## config.mk

```make
export PLATFORM = sky130hd
export DESIGN_NAME = phold_top
export DESIGN_NICKNAME = d
export VERILOG_FILES = /design/src/phold_pkg.sv /design/src/phold_top.sv /design/src/phold_ctrl.sv /design/src/gvt_unit.sv /design/src/phold_core.sv /design/src/event_queue.sv /design/src/rr_arbiter.sv /design/src/lfsr.sv
export SDC_FILE = /design/constraint.sdc
export NUM_CORES = 2
export LEC_CHECK = 0
export ABC_AREA = 1
export ABC_CLOCK_PERIOD_IN_PS = 6900
export BUFFER_PORTS_ARGS = -buffer_cell sky130_fd_sc_hd__buf_2
export CORE_MARGIN = 8
export CORE_UTILIZATION = 55
export DETAILED_ROUTE_END_ITERATION = 10
export GPL_ROUTABILITY_DRIVEN = 0
export GPL_TIMING_DRIVEN = 1
export PLACE_DENSITY = 0.74
export SYNTH_ARGS = -nofsm -noshare
export SYNTH_HDL_FRONTEND = slang
export SYNTH_SLANG_ARGS = --single-unit
```

## constraint.sdc

```tcl
create_clock -name clk -period 6.9 [get_ports clk]
set_input_delay 0 -clock clk [delete_from_list [all_inputs] [get_ports clk]]
set_output_delay 0 -clock clk [all_outputs]
set_load 0.1 [all_outputs]
```

## src/phold_pkg.sv

```systemverilog
package phold_pkg;

	localparam int TW              = 16;
	localparam int LP_W            = 3;  // 8 logical processes
	localparam int CORE_W          = 2;
	localparam int NUM_CORES       = 4;
	localparam int NUM_INIT_EVENTS = 4;
	localparam int DELAY_W         = 4;

	// lp sits above the timestamp
	typedef struct packed {
		logic [LP_W-1:0] lp;
		logic [TW-1:0]   ts;
	} event_t;

	typedef struct packed {
		logic              valid;
		logic [CORE_W-1:0] core;
		event_t            evt;
	} dispatch_trace_t;

	typedef struct packed {
		logic              valid;
		logic [CORE_W-1:0] core;  // Always 0 for init events
		event_t            evt;
	} return_trace_t;

	typedef enum logic [2:0] {
		ST_IDLE,
		ST_INIT,
		ST_READY,
		ST_RUNNING,
		ST_FINISHED
	} engine_state_e;

	typedef enum logic [1:0] {
		CS_IDLE,
		CS_CALC,
		CS_HOLD
	} core_state_e;

endpackage
```

## src/phold_top.sv

```systemverilog
`timescale 1ns/1ps

module phold_top import phold_pkg::*; #(
	parameter int QUEUE_DEPTH = 16,
	parameter int LFSR_SEED_W = 16
) (
	input  logic                   clk,
	input  logic                   rst_n,
	input  logic                   start,
	input  logic [LFSR_SEED_W-1:0] seed,
	input  logic [TW-1:0]          end_time,
	output logic [TW-1:0]          gvt,
	output logic                   done,
	output logic                   busy,
	output dispatch_trace_t        dispatch,
	output return_trace_t          retire
);
	engine_state_e        state;
	logic                 enq;
	logic                 deq;
	logic                 init_phase;
	event_t               enq_evt;
	event_t               head;
	logic [4:0]           q_count;
	logic                 q_nonempty;
	logic [7:0]           rnd;
	logic                 ret_take;

	logic [NUM_CORES-1:0] core_ready;
	logic [NUM_CORES-1:0] core_new_ready;
	logic [NUM_CORES-1:0] core_ack;
	event_t               core_new_evt [NUM_CORES];

	logic [NUM_CORES-1:0] disp_gnt_vec;
	logic [CORE_W-1:0]    disp_idx;
	logic                 core_avail;
	logic [NUM_CORES-1:0] rcv_gnt_vec;
	logic [CORE_W-1:0]    rcv_idx;
	logic                 ret_avail;

	phold_ctrl i_ctrl (
		.clk        (clk),
		.rst_n      (rst_n),
		.start      (start),
		.end_time   (end_time),
		.gvt        (gvt),
		.q_nonempty (q_nonempty),
		.core_avail (core_avail),
		.ret_avail  (ret_avail),
		.ret_evt    (core_new_evt[rcv_idx]),
		.state      (state),
		.enq        (enq),
		.enq_evt    (enq_evt),
		.deq        (deq),
		.init_phase (init_phase),
		.done       (done),
		.busy       (busy)
	);

	event_queue #(.QUEUE_DEPTH(QUEUE_DEPTH)) i_queue (
		.clk      (clk),
		.rst_n    (rst_n),
		.clear    (start),
		.enq      (enq),
		.enq_evt  (enq_evt),
		.deq      (deq),
		.head     (head),
		.count    (q_count),
		.nonempty (q_nonempty)
	);

	rr_arbiter i_disp_arb (
		.clk     (clk),
		.rst_n   (rst_n),
		.req     (core_ready),
		.en      (deq),
		.gnt_vec (disp_gnt_vec),
		.gnt_idx (disp_idx),
		.any     (core_avail)
	);

	// Leftover results are drained while idle so they stay out of the next run
	assign ret_take = (enq && !init_phase) || (state == ST_IDLE);

	rr_arbiter i_rcv_arb (
		.clk     (clk),
		.rst_n   (rst_n),
		.req     (core_new_ready),
		.en      (ret_take),
		.gnt_vec (rcv_gnt_vec),
		.gnt_idx (rcv_idx),
		.any     (ret_avail)
	);

	assign core_ack = rcv_gnt_vec & {NUM_CORES{ret_take}};

	for (genvar g = 0; g < NUM_CORES; g++) begin : gen_core
		phold_core i_core (
			.clk         (clk),
			.rst_n       (rst_n),
			.event_valid (deq && disp_gnt_vec[g]),
			.evt         (head),
			.random_in   (rnd),
			.ready       (core_ready[g]),
			.new_ready   (core_new_ready[g]),
			.new_evt     (core_new_evt[g]),
			.ack         (core_ack[g])
		);
	end

	gvt_unit i_gvt (
		.clk        (clk),
		.rst_n      (rst_n),
		.clear      (start),
		.running    (state == ST_RUNNING),
		.disp_valid (deq),
		.disp_core  (disp_idx),
		.disp_time  (head.ts),
		.ret_valid  (enq && !init_phase),
		.ret_core   (rcv_idx),
		.gvt        (gvt)
	);

	lfsr #(.LFSR_SEED_W(LFSR_SEED_W)) i_lfsr (
		.clk   (clk),
		.rst_n (rst_n),
		.load  (start),
		.seed  (seed),
		.step  (deq || init_phase),
		.rnd   (rnd)
	);

	assign dispatch = '{valid: deq, core: disp_idx, evt: head};
	assign retire   = '{valid: enq, core: init_phase ? '0 : rcv_idx, evt: enq_evt};

endmodule

```

## src/phold_ctrl.sv

```systemverilog
`timescale 1ns/1ps

module phold_ctrl import phold_pkg::*; (
	input  logic          clk,
	input  logic          rst_n,
	input  logic          start,
	input  logic [TW-1:0] end_time,
	input  logic [TW-1:0] gvt,
	input  logic          q_nonempty,
	input  logic          core_avail,
	input  logic          ret_avail,
	input  event_t        ret_evt,
	output engine_state_e state,
	output logic          enq,
	output event_t        enq_evt,
	output logic          deq,
	output logic          init_phase,
	output logic          done,
	output logic          busy
);
	logic [LP_W-1:0] init_cnt;  // Also the lp of the init event
	logic            init_last;

	assign init_last = (init_cnt == LP_W'(NUM_INIT_EVENTS - 1));

	always_ff @(posedge clk or negedge rst_n) begin
		if (!rst_n) begin
			state    <= ST_IDLE;
			init_cnt <= '0;
		end else begin
			init_cnt <= (state == ST_INIT) ? init_cnt + LP_W'(1) : '0;
			unique case (state)
				ST_IDLE:     if (start) state <= ST_INIT;
				ST_INIT:     if (init_last) state <= ST_READY;
				ST_READY:    state <= ST_RUNNING;
				ST_RUNNING:  if (gvt > end_time) state <= ST_FINISHED;
				ST_FINISHED: state <= ST_IDLE;
				default:     state <= ST_IDLE;
			endcase
		end
	end

	assign init_phase = (state == ST_INIT);

	// Returning event takes priority over a dispatch
	assign enq     = init_phase || (state == ST_RUNNING && ret_avail);
	assign deq     = (state == ST_RUNNING) && core_avail && q_nonempty && !ret_avail;
	assign enq_evt = init_phase ? event_t'{lp: init_cnt, ts: '0} : ret_evt;

	assign done = (state == ST_FINISHED);
	assign busy = (state != ST_IDLE);

endmodule

```

## src/gvt_unit.sv

```systemverilog
`timescale 1ns/1ps

module gvt_unit import phold_pkg::*; (
	input  logic              clk,
	input  logic              rst_n,
	input  logic              clear,
	input  logic              running,
	input  logic              disp_valid,
	input  logic [CORE_W-1:0] disp_core,
	input  logic [TW-1:0]     disp_time,
	input  logic              ret_valid,
	input  logic [CORE_W-1:0] ret_core,
	output logic [TW-1:0]     gvt
);
	logic [TW-1:0]        loc_time [NUM_CORES];
	logic [NUM_CORES-1:0] active;
	logic [TW-1:0]        min_time;

	always_ff @(posedge clk) begin
		if (disp_valid)
			loc_time[disp_core] <= disp_time;
	end

	// Idle cores count as the largest time
	always_comb begin
		min_time = '1;
		for (int i = 0; i < NUM_CORES; i++) begin
			if (active[i] && loc_time[i] < min_time)
				min_time = loc_time[i];
		end
	end

	always_ff @(posedge clk or negedge rst_n) begin
		if (!rst_n) begin
			active <= '0;
			gvt    <= '0;
		end else if (clear) begin
			active <= '0;
			gvt    <= '0;
		end else begin
			if (ret_valid)
				active[ret_core] <= 1'b0;
			if (disp_valid)
				active[disp_core] <= 1'b1;
			if (running && active != '0)  // Hold while no core is busy
				gvt <= min_time;
		end
	end

endmodule

```

## src/phold_core.sv

```systemverilog
`timescale 1ns/1ps

module phold_core import phold_pkg::*; (
	input  logic       clk,
	input  logic       rst_n,
	input  logic       event_valid,
	input  event_t     evt,
	input  logic [7:0] random_in,
	output logic       ready,
	output logic       new_ready,
	output event_t     new_evt,
	input  logic       ack
);
	core_state_e state;
	event_t      evt_q;
	logic [7:0]  rnd_q;

	always_ff @(posedge clk or negedge rst_n) begin
		if (!rst_n) begin
			state <= CS_IDLE;
		end else begin
			unique case (state)
				CS_IDLE: if (event_valid) state <= CS_CALC;
				CS_CALC: state <= CS_HOLD;
				CS_HOLD: if (ack) state <= CS_IDLE;  // Waits as long as it takes
				default: state <= CS_IDLE;
			endcase
		end
	end

	always_ff @(posedge clk) begin
		if (state == CS_IDLE && event_valid) begin
			evt_q <= evt;
			rnd_q <= random_in;
		end
		// 1 to 16 ticks ahead, random target
		if (state == CS_CALC) begin
			new_evt.ts <= evt_q.ts + TW'(1) + TW'(rnd_q[DELAY_W-1:0]);
			new_evt.lp <= rnd_q[7 -: LP_W];
		end
	end

	assign ready     = (state == CS_IDLE);
	assign new_ready = (state == CS_HOLD);

endmodule

```

## src/event_queue.sv

```systemverilog
`timescale 1ns/1ps

module event_queue import phold_pkg::*; #(
	parameter int QUEUE_DEPTH = 16
) (
	input  logic       clk,
	input  logic       rst_n,
	input  logic       clear,
	input  logic       enq,
	input  event_t     enq_evt,
	input  logic       deq,
	output event_t     head,
	output logic [4:0] count,
	output logic       nonempty
);
	event_t     slots     [QUEUE_DEPTH];
	event_t     shifted   [QUEUE_DEPTH];
	event_t     slots_nxt [QUEUE_DEPTH];
	logic [4:0] cnt_q;
	logic [4:0] cnt_shift;
	logic [4:0] ins_pos;
	logic       do_deq;
	logic       do_enq;

	assign do_deq    = deq && (cnt_q != '0);
	assign cnt_shift = cnt_q - 5'(do_deq);
	assign do_enq    = enq && (cnt_shift < 5'(QUEUE_DEPTH));  // Dropped when full

	always_comb begin
		// Pop slot 0 first
		for (int i = 0; i < QUEUE_DEPTH - 1; i++) begin
			shifted[i] = do_deq ? slots[i + 1] : slots[i];
		end
		shifted[QUEUE_DEPTH-1] = slots[QUEUE_DEPTH-1];

		// First slot strictly later than the new event, so ties stay in arrival order
		ins_pos = cnt_shift;
		for (int i = QUEUE_DEPTH - 1; i >= 0; i--) begin
			if (i < cnt_shift && shifted[i].ts > enq_evt.ts)
				ins_pos = 5'(i);
		end

		for (int i = 0; i < QUEUE_DEPTH; i++) begin
			if (!do_enq || i < ins_pos)
				slots_nxt[i] = shifted[i];
			else if (i == ins_pos)
				slots_nxt[i] = enq_evt;
			else
				slots_nxt[i] = shifted[i - 1];
		end
	end

	always_ff @(posedge clk) begin
		slots <= slots_nxt;
	end

	always_ff @(posedge clk or negedge rst_n) begin
		if (!rst_n) begin
			cnt_q <= '0;
		end else if (clear) begin
			cnt_q <= '0;
		end else begin
			cnt_q <= cnt_shift + 5'(do_enq);
		end
	end

	assign head     = slots[0];
	assign count    = cnt_q;
	assign nonempty = (cnt_q != '0);

endmodule

```

## src/rr_arbiter.sv

```systemverilog
`timescale 1ns/1ps

module rr_arbiter import phold_pkg::*; (
	input  logic                 clk,
	input  logic                 rst_n,
	input  logic [NUM_CORES-1:0] req,
	input  logic                 en,
	output logic [NUM_CORES-1:0] gnt_vec,
	output logic [CORE_W-1:0]    gnt_idx,
	output logic                 any
);
	logic [CORE_W-1:0] last;

	// Search starts one past the last winner
	always_comb begin
		logic [CORE_W-1:0] idx;
		gnt_vec = '0;
		gnt_idx = '0;
		any     = 1'b0;
		for (int i = 1; i <= NUM_CORES; i++) begin
			idx = last + CORE_W'(i);
			if (!any && req[idx]) begin
				any          = 1'b1;
				gnt_idx      = idx;
				gnt_vec[idx] = 1'b1;
			end
		end
	end

	always_ff @(posedge clk or negedge rst_n) begin
		if (!rst_n) begin
			last <= CORE_W'(NUM_CORES - 1);  // Core 0 wins first
		end else if (en && any) begin
			last <= gnt_idx;
		end
	end

endmodule

```

## src/lfsr.sv

```systemverilog
`timescale 1ns/1ps

module lfsr #(
	parameter int LFSR_SEED_W = 16
) (
	input  logic                   clk,
	input  logic                   rst_n,
	input  logic                   load,
	input  logic [LFSR_SEED_W-1:0] seed,
	input  logic                   step,
	output logic [7:0]             rnd
);
	// x^16 + x^14 + x^13 + x^11, right shifting form
	localparam logic [LFSR_SEED_W-1:0] TAPS = LFSR_SEED_W'(16'hB400);

	logic [LFSR_SEED_W-1:0] state;

	always_ff @(posedge clk or negedge rst_n) begin
		if (!rst_n) begin
			state <= LFSR_SEED_W'(1);
		end else if (load) begin
			state <= (seed == '0) ? LFSR_SEED_W'(1) : seed;  // All-zero state locks up
		end else if (step) begin
			state <= (state >> 1) ^ (state[0] ? TAPS : '0);
		end
	end

	assign rnd = state[7:0];

endmodule

```

After elaboration in Yosys (flattened, before gate mapping)
Memory sizes are Yosys's and may differ from the RTL's.
Index checks and enable logic that the tools add are counted.
{"block": "word_totals", "regBits": 535, "mem_bits_rw": 64, "input_bits": 35, "mem_count": 1}
{"name": "i_gvt.loc_time", "words": 4, "word_bits": 16, "rd": 4, "rd_clocked_by_memory_dff": 0, "write_ports": 1, "line_no": "gvt_unit.sv:15", "source": "logic [TW-1:0] loc_time [NUM_CORES];"}
{"block": "classes", "n_addsub": 17, "magnitude_cmp": 75, "eq_ne": 39, "muxes": 161, "n_bitwise": 12, "n_reduce_logical": 99}
{"cell": "19-bit 2-to-1 mux", "n": 49}
{"cell": "16-bit > comparator", "n": 17}
{"cell": "16-bit 2-to-1 mux", "n": 10}
{"cell": "5-bit 2-to-1 mux", "n": 17}
{"cell": "4-bit by 5-bit < comparator with 1-bit output, first input constant", "n": 16}
{"cell": "16-bit by 1-bit adder with 16-bit output, second input constant", "n": 4}
{"cell": "16-bit by 4-bit adder with 16-bit output", "n": 4}
{"cell": "1-bit logical AND", "n": 54}
{"cell": "16-bit < comparator", "n": 3}
{"cell": "4-bit 2-to-1 mux", "n": 12}
{"cell": "4-bit by 5-bit == test with 1-bit output, first input constant", "n": 8}
{"cell": "3-bit by 5-bit < comparator with 1-bit output, first input constant", "n": 8}
{"cell": "19-bit binary-select mux with 2-bit select", "n": 1}
{"cell": "2-bit 2-to-1 mux", "n": 17}
{"cell": "2-bit by 3-bit < comparator with 1-bit output, second input constant", "n": 10}
{"cell": "1-bit 2-to-1 mux", "n": 28}
{"cell": "4-bit OR", "n": 7}
{"cell": "2-bit one-hot mux with 3 select lines", "n": 4}
{"cell": "1-bit demux with 2-bit select", "n": 10}
{"cell": "3-bit by 5-bit == test with 1-bit output, first input constant", "n": 4}
{"cell": "2-bit by 1-bit greater-or-equal comparator with 1-bit output, second input constant", "n": 10}
{"cell": "1-bit by 5-bit < comparator with 1-bit output, first input constant", "n": 4}
{"cell": "2-bit by 5-bit < comparator with 1-bit output, first input constant", "n": 4}
{"cell": "1-bit logical OR", "n": 19}
{"cell": "35 further kinds", "n": 83}

Depth between registers and ports, before layout
{"block": "logic_depth", "word_depth": 39, "mapped_depth": 49, "depth_no_buf": 47}

By module
From an unflattened synthesis, not the netlist that was laid out.
{"block": "hier_totals", "hier_cells": 5722, "hier_area_um2": 40953.0}
{"mod": "event_queue", "n_inst": 1, "cells_each": 3901, "area_per_inst_um2": 24567.3}
{"mod": "phold_core (gen_core[0].i_core ...)", "n_inst": 3, "cells_each": 157, "area_per_inst_um2": 1898.1}
{"mod": "gvt_unit", "n_inst": 1, "cells_each": 473, "area_per_inst_um2": 4500.6}
{"mod": "phold_core (gen_core[3].i_core)", "n_inst": 1, "cells_each": 159, "area_per_inst_um2": 1889.3}
{"mod": "phold_top", "n_inst": 1, "cells_each": 253, "area_per_inst_um2": 1054.8}
{"mod": "lfsr", "n_inst": 1, "cells_each": 124, "area_per_inst_um2": 1007.2}
{"mod": "phold_ctrl", "n_inst": 1, "cells_each": 156, "area_per_inst_um2": 935.9}
{"mod": "rr_arbiter (i_disp_arb)", "n_inst": 1, "cells_each": 97, "area_per_inst_um2": 678.2}
{"mod": "rr_arbiter (i_rcv_arb)", "n_inst": 1, "cells_each": 88, "area_per_inst_um2": 625.6}

Worst setup path after synthesis
No wires, ideal clock.
{"block": "synth_timing", "path_kind": "register to register", "start": "register i_rcv_arb.last[0]", "end": "register i_queue.slots, in the netlist i_queue.shifted[11], data pin", "arrival_time_ps": 6717, "required_ps": 6610, "slack_ps": -107, "stages_incl_launch_ff": 42, "n_path_buf": 3, "synth_period_minus_slack_ps": 7007, "path_cell_list": "dfstp_2 > inv_2 > ha_1 > inv_1 > nor2_1 > a21oi_2 > nand2_1 > nor2_2 > nand2_1 > a31oi_4 > inv_2 > nand2_2 > buf_6 > nor2_1 > nor4_4 > inv_2 > ha_1 > a21oi_1 > (+6 left out) > o21ai_0 > nand2_1 > nand2_1 > a21oi_1 > o21bai_1 > nand2_1 > nand2_1 > nand2_1 > nand2_1 > nand2_1 > nand2_1 > nand2_1 > nand2_4 > inv_2 > buf_4 > nand2_2 > clkbuf_1 > o21ai_0"}
{"element": "start, declared", "line_no": "rr_arbiter.sv:12", "source": "logic [CORE_W-1:0] last;"}
{"element": "start signal, assigned", "line_no": "rr_arbiter.sv:32", "source": "last <= CORE_W'(NUM_CORES - 1);"}
{"element": "start signal, assigned", "line_no": "rr_arbiter.sv:34", "source": "last <= gnt_idx;"}
{"element": "end signal, assigned", "line_no": "event_queue.sv:54", "source": "slots <= slots_nxt;"}
{"element": "end, declared", "line_no": "event_queue.sv:16", "source": "event_t slots [QUEUE_DEPTH];"}

==> results.md <==
- Outcome: complete, no violations
- Nets@finish: 5242
- Setup Viol. Count Final: 0
- DR WL/cell: 20.1 microns
- Starting Density: 55.3%
- CTS tree: yes
- CP startpoint kind: flop
- Asr flop ratio synth: 9.92%
- Max Cap Viol: 0
- Slowest-stage cell, CP: dfstp_2
- Layout cells sized above 1: 11.4%
- Data arrival time of the worst path: 7.16 ns
- Io pins: 97
- Largest net degree at the start of global routing: 136
- Synth Flop Type: dfxtp_1
- Layout Skew: 0.0300 ns
- TNS Setup: 0 ns
- Req. time, crit path: 7.39 ns
- Yosys top cell by area: edfxtp_1
- Die height: 275 microns
- Worst skew pair latency: 0.62 ns
- Bufs on Longest Clock Path: 3
- CP max FO: 19
- Die area: 75800 sq um
- DR DRC count: 0
- Reg clk slew, reported paths: 0.06 ns
- Initial antenna violation count: 2
- Final setup margin: 0.221 ns
- Fmax: 0.150 GHz
- Setup CP Type: reg2reg
- Max incr delay on CP: 0.60 ns
- EDFF count, synth: 251
- Setup WS pre-CTS: 0.0820 ns
- Mapped Area: 37000 sq um
- Filler cells: 5686
- Commonest cells in the synthesized netlist: nand2_1, o21ai_0, inv_1
- Via count: 33800
- CTS HTree Levels: 3
- Area of the multi-input gates: 19500 sq um
- Synthesis-stage register bit count: 595
- Minimum clock period: 6.68 ns
- Synth top area share: 20.4%
- Dpl cell area: 39100 sq um
- Sequential Area: 14700 sq um
- Vias in the first global route: 31500
- CTS buffer count: 69
- Final hold violation count: 0
- Slew Limit Fails: 0
- Min Hold Slack: 0.161 ns
- Final Routed Wirelength: 116 mm
- Yosys cell types: 72
- # clock sinks: 595
- Crit share post-route: 96.8%
- Worst setup EP type: flop
- First-pass GRT wire length: 174 mm
- Hold Crit Class: in2async
- Most common cell in the netlist: nand2_1
- Std cell rows: 95
- Antenna-violating nets left: 0
- Worst slew pin tran: 1.25 ns
- Post-DR vias/cell: 5.84
- Synth top area cells: edfxtp_1, dfxtp_1, nand2_1, ha_1, o21ai_0
- Port-buffer cells: 96
- Die Wd: 275 microns
- Initial DRC count: 3122
- Design Area, Final: 42400 sq um
- Cell mode on critical path: nand2_1
- Global-route usage over all layers: 29.3%
- Register area share after synthesis: 39.8%
- CTS Root Cell: clkbuf_16
- Syn_area_per_cell: 7.87 sq um
- Cells after Synth: 4698
- Syn nets: 5092
- Max-slew headroom: 16.3%
- Core footprint: 66900 sq um
- DP HPWL: 82.3 mm
- Area grow syn2layout: 14.5%
- Overflow after GRT: 0
- Pre-antenna DRT Iters: 8
- Synthesis Warnings: 0
[flip-flops by register name, indices dropped and copies added, names as in the netlist]
signal	flops
i_queue.slots	266
gen_core.i_core.new_evt	76
gen_core.i_core.evt_q	64
i_gvt.loc_time	64
gen_core.i_core.rnd_q	28
i_queue.head	19
i_queue.shifted	19
i_gvt.gvt	16
i_lfsr.state	16
gen_core.i_core.state	8
i_queue.count	5
i_gvt.active	4
i_ctrl.init_cnt	3
i_ctrl.state	3
i_disp_arb.last	2
i_rcv_arb.last	2
[worst paths after layout]
kind / from / to / slack, ns / depth (start not counted)
setup / recovery: i_rcv_arb.last[0] / i_queue.slots[87] / 0.22 / 45
hold / removal: rst_n / i_lfsr.state[2] / 0.16 / 3
setup reg to reg: i_rcv_arb.last[0] / i_queue.slots[87] / 0.22 / 45
hold reg to reg: gen_core[3].i_core.rnd_q[5] / gen_core[3].i_core.new_evt[16] / 0.42 / 0
max in group asynchronous: rst_n / i_gvt.gvt[9] / 6.19 / 3
min in group clk: end_time[0] / i_ctrl.state[2] / 0.18 / 9
[area by class of cell]
type | count | share of cell area [%]
multi-input combinational | 3365 | 46.1
sequential | 595 | 34.8
timing repair buffer | 303 | 6.38
clock buffer | 103 | 4.76
inverter | 514 | 4.69
tap | 873 | 2.58
clock inverter | 23 | 0.706
antenna | 1 | 0.00591
[repair_timing]
item | 4_1_cts | 5_1_grt
gates resized for setup | 0 | 78
hold endpoints to repair | 76 | 0
hold buffers | 30 | 0
setup buffers | 0 | 28
setup endpoints to repair | 0 | 307
[per-layer routing]
| layer | wire length, microns | part of all wire (%) | track usage [%] |
|---|---|---|---|
| met5 | 44 | 0.038 | 0 |
| met1 | 45400 | 39 | 36.2 |
| met4 | 6660 | 5.7 | 15.0 |
| met2 | 53200 | 46 | 48.6 |
| met3 | 10800 | 9.3 | 5.91 |
[through the flow]
stage | util [%] | cells
final | 63.3 | 5777
after global routing | 63.3 | 5777
after CTS | 62.3 | 5741
after detailed placement | 58.4 | 5585
after global placement | 58.4 | 5585
after floorplan | - | 4698
[logic make-up after synthesis]
logic type / share of synthesized area (%)
buf+inv: 8.18
flops: 39.8
mux: 1.14
fa+ha+maj: 12.2
compound gates: 16.3
xor+xnor: 1.37
simple gates: 21.0
[critical path: cells and delay by family (launching register included)]
family	cells	cell delay, ns
and+or+nand+nor	22	2.23
adders and majority gates	2	0.60
AOI/OAI and AO/OA	9	1.32
DFF	1	0.60
buffers and inverters	12	1.76
[cells in the final DEF (no fill, tap or decap), drive strengths merged, types with 33 or more instances in the layout]
cell type	synthesis	final
buf	124	265
a21oi	205	205
edfxtp	251	251
mux2i	42	42
nand3	203	203
nand2	1228	1228
xor2	49	49
nor2	254	254
inv	513	513
dfxtp	285	285
dfrtp	54	54
ha	355	355
a31oi	40	40
o21ai	638	638
nor3	56	56
clkbuf	100	111
nand4	33	33
o211ai	80	80
Power is not shown: default switching activity piles up to over one toggle a cycle in this logic, so the estimate is an artifact.
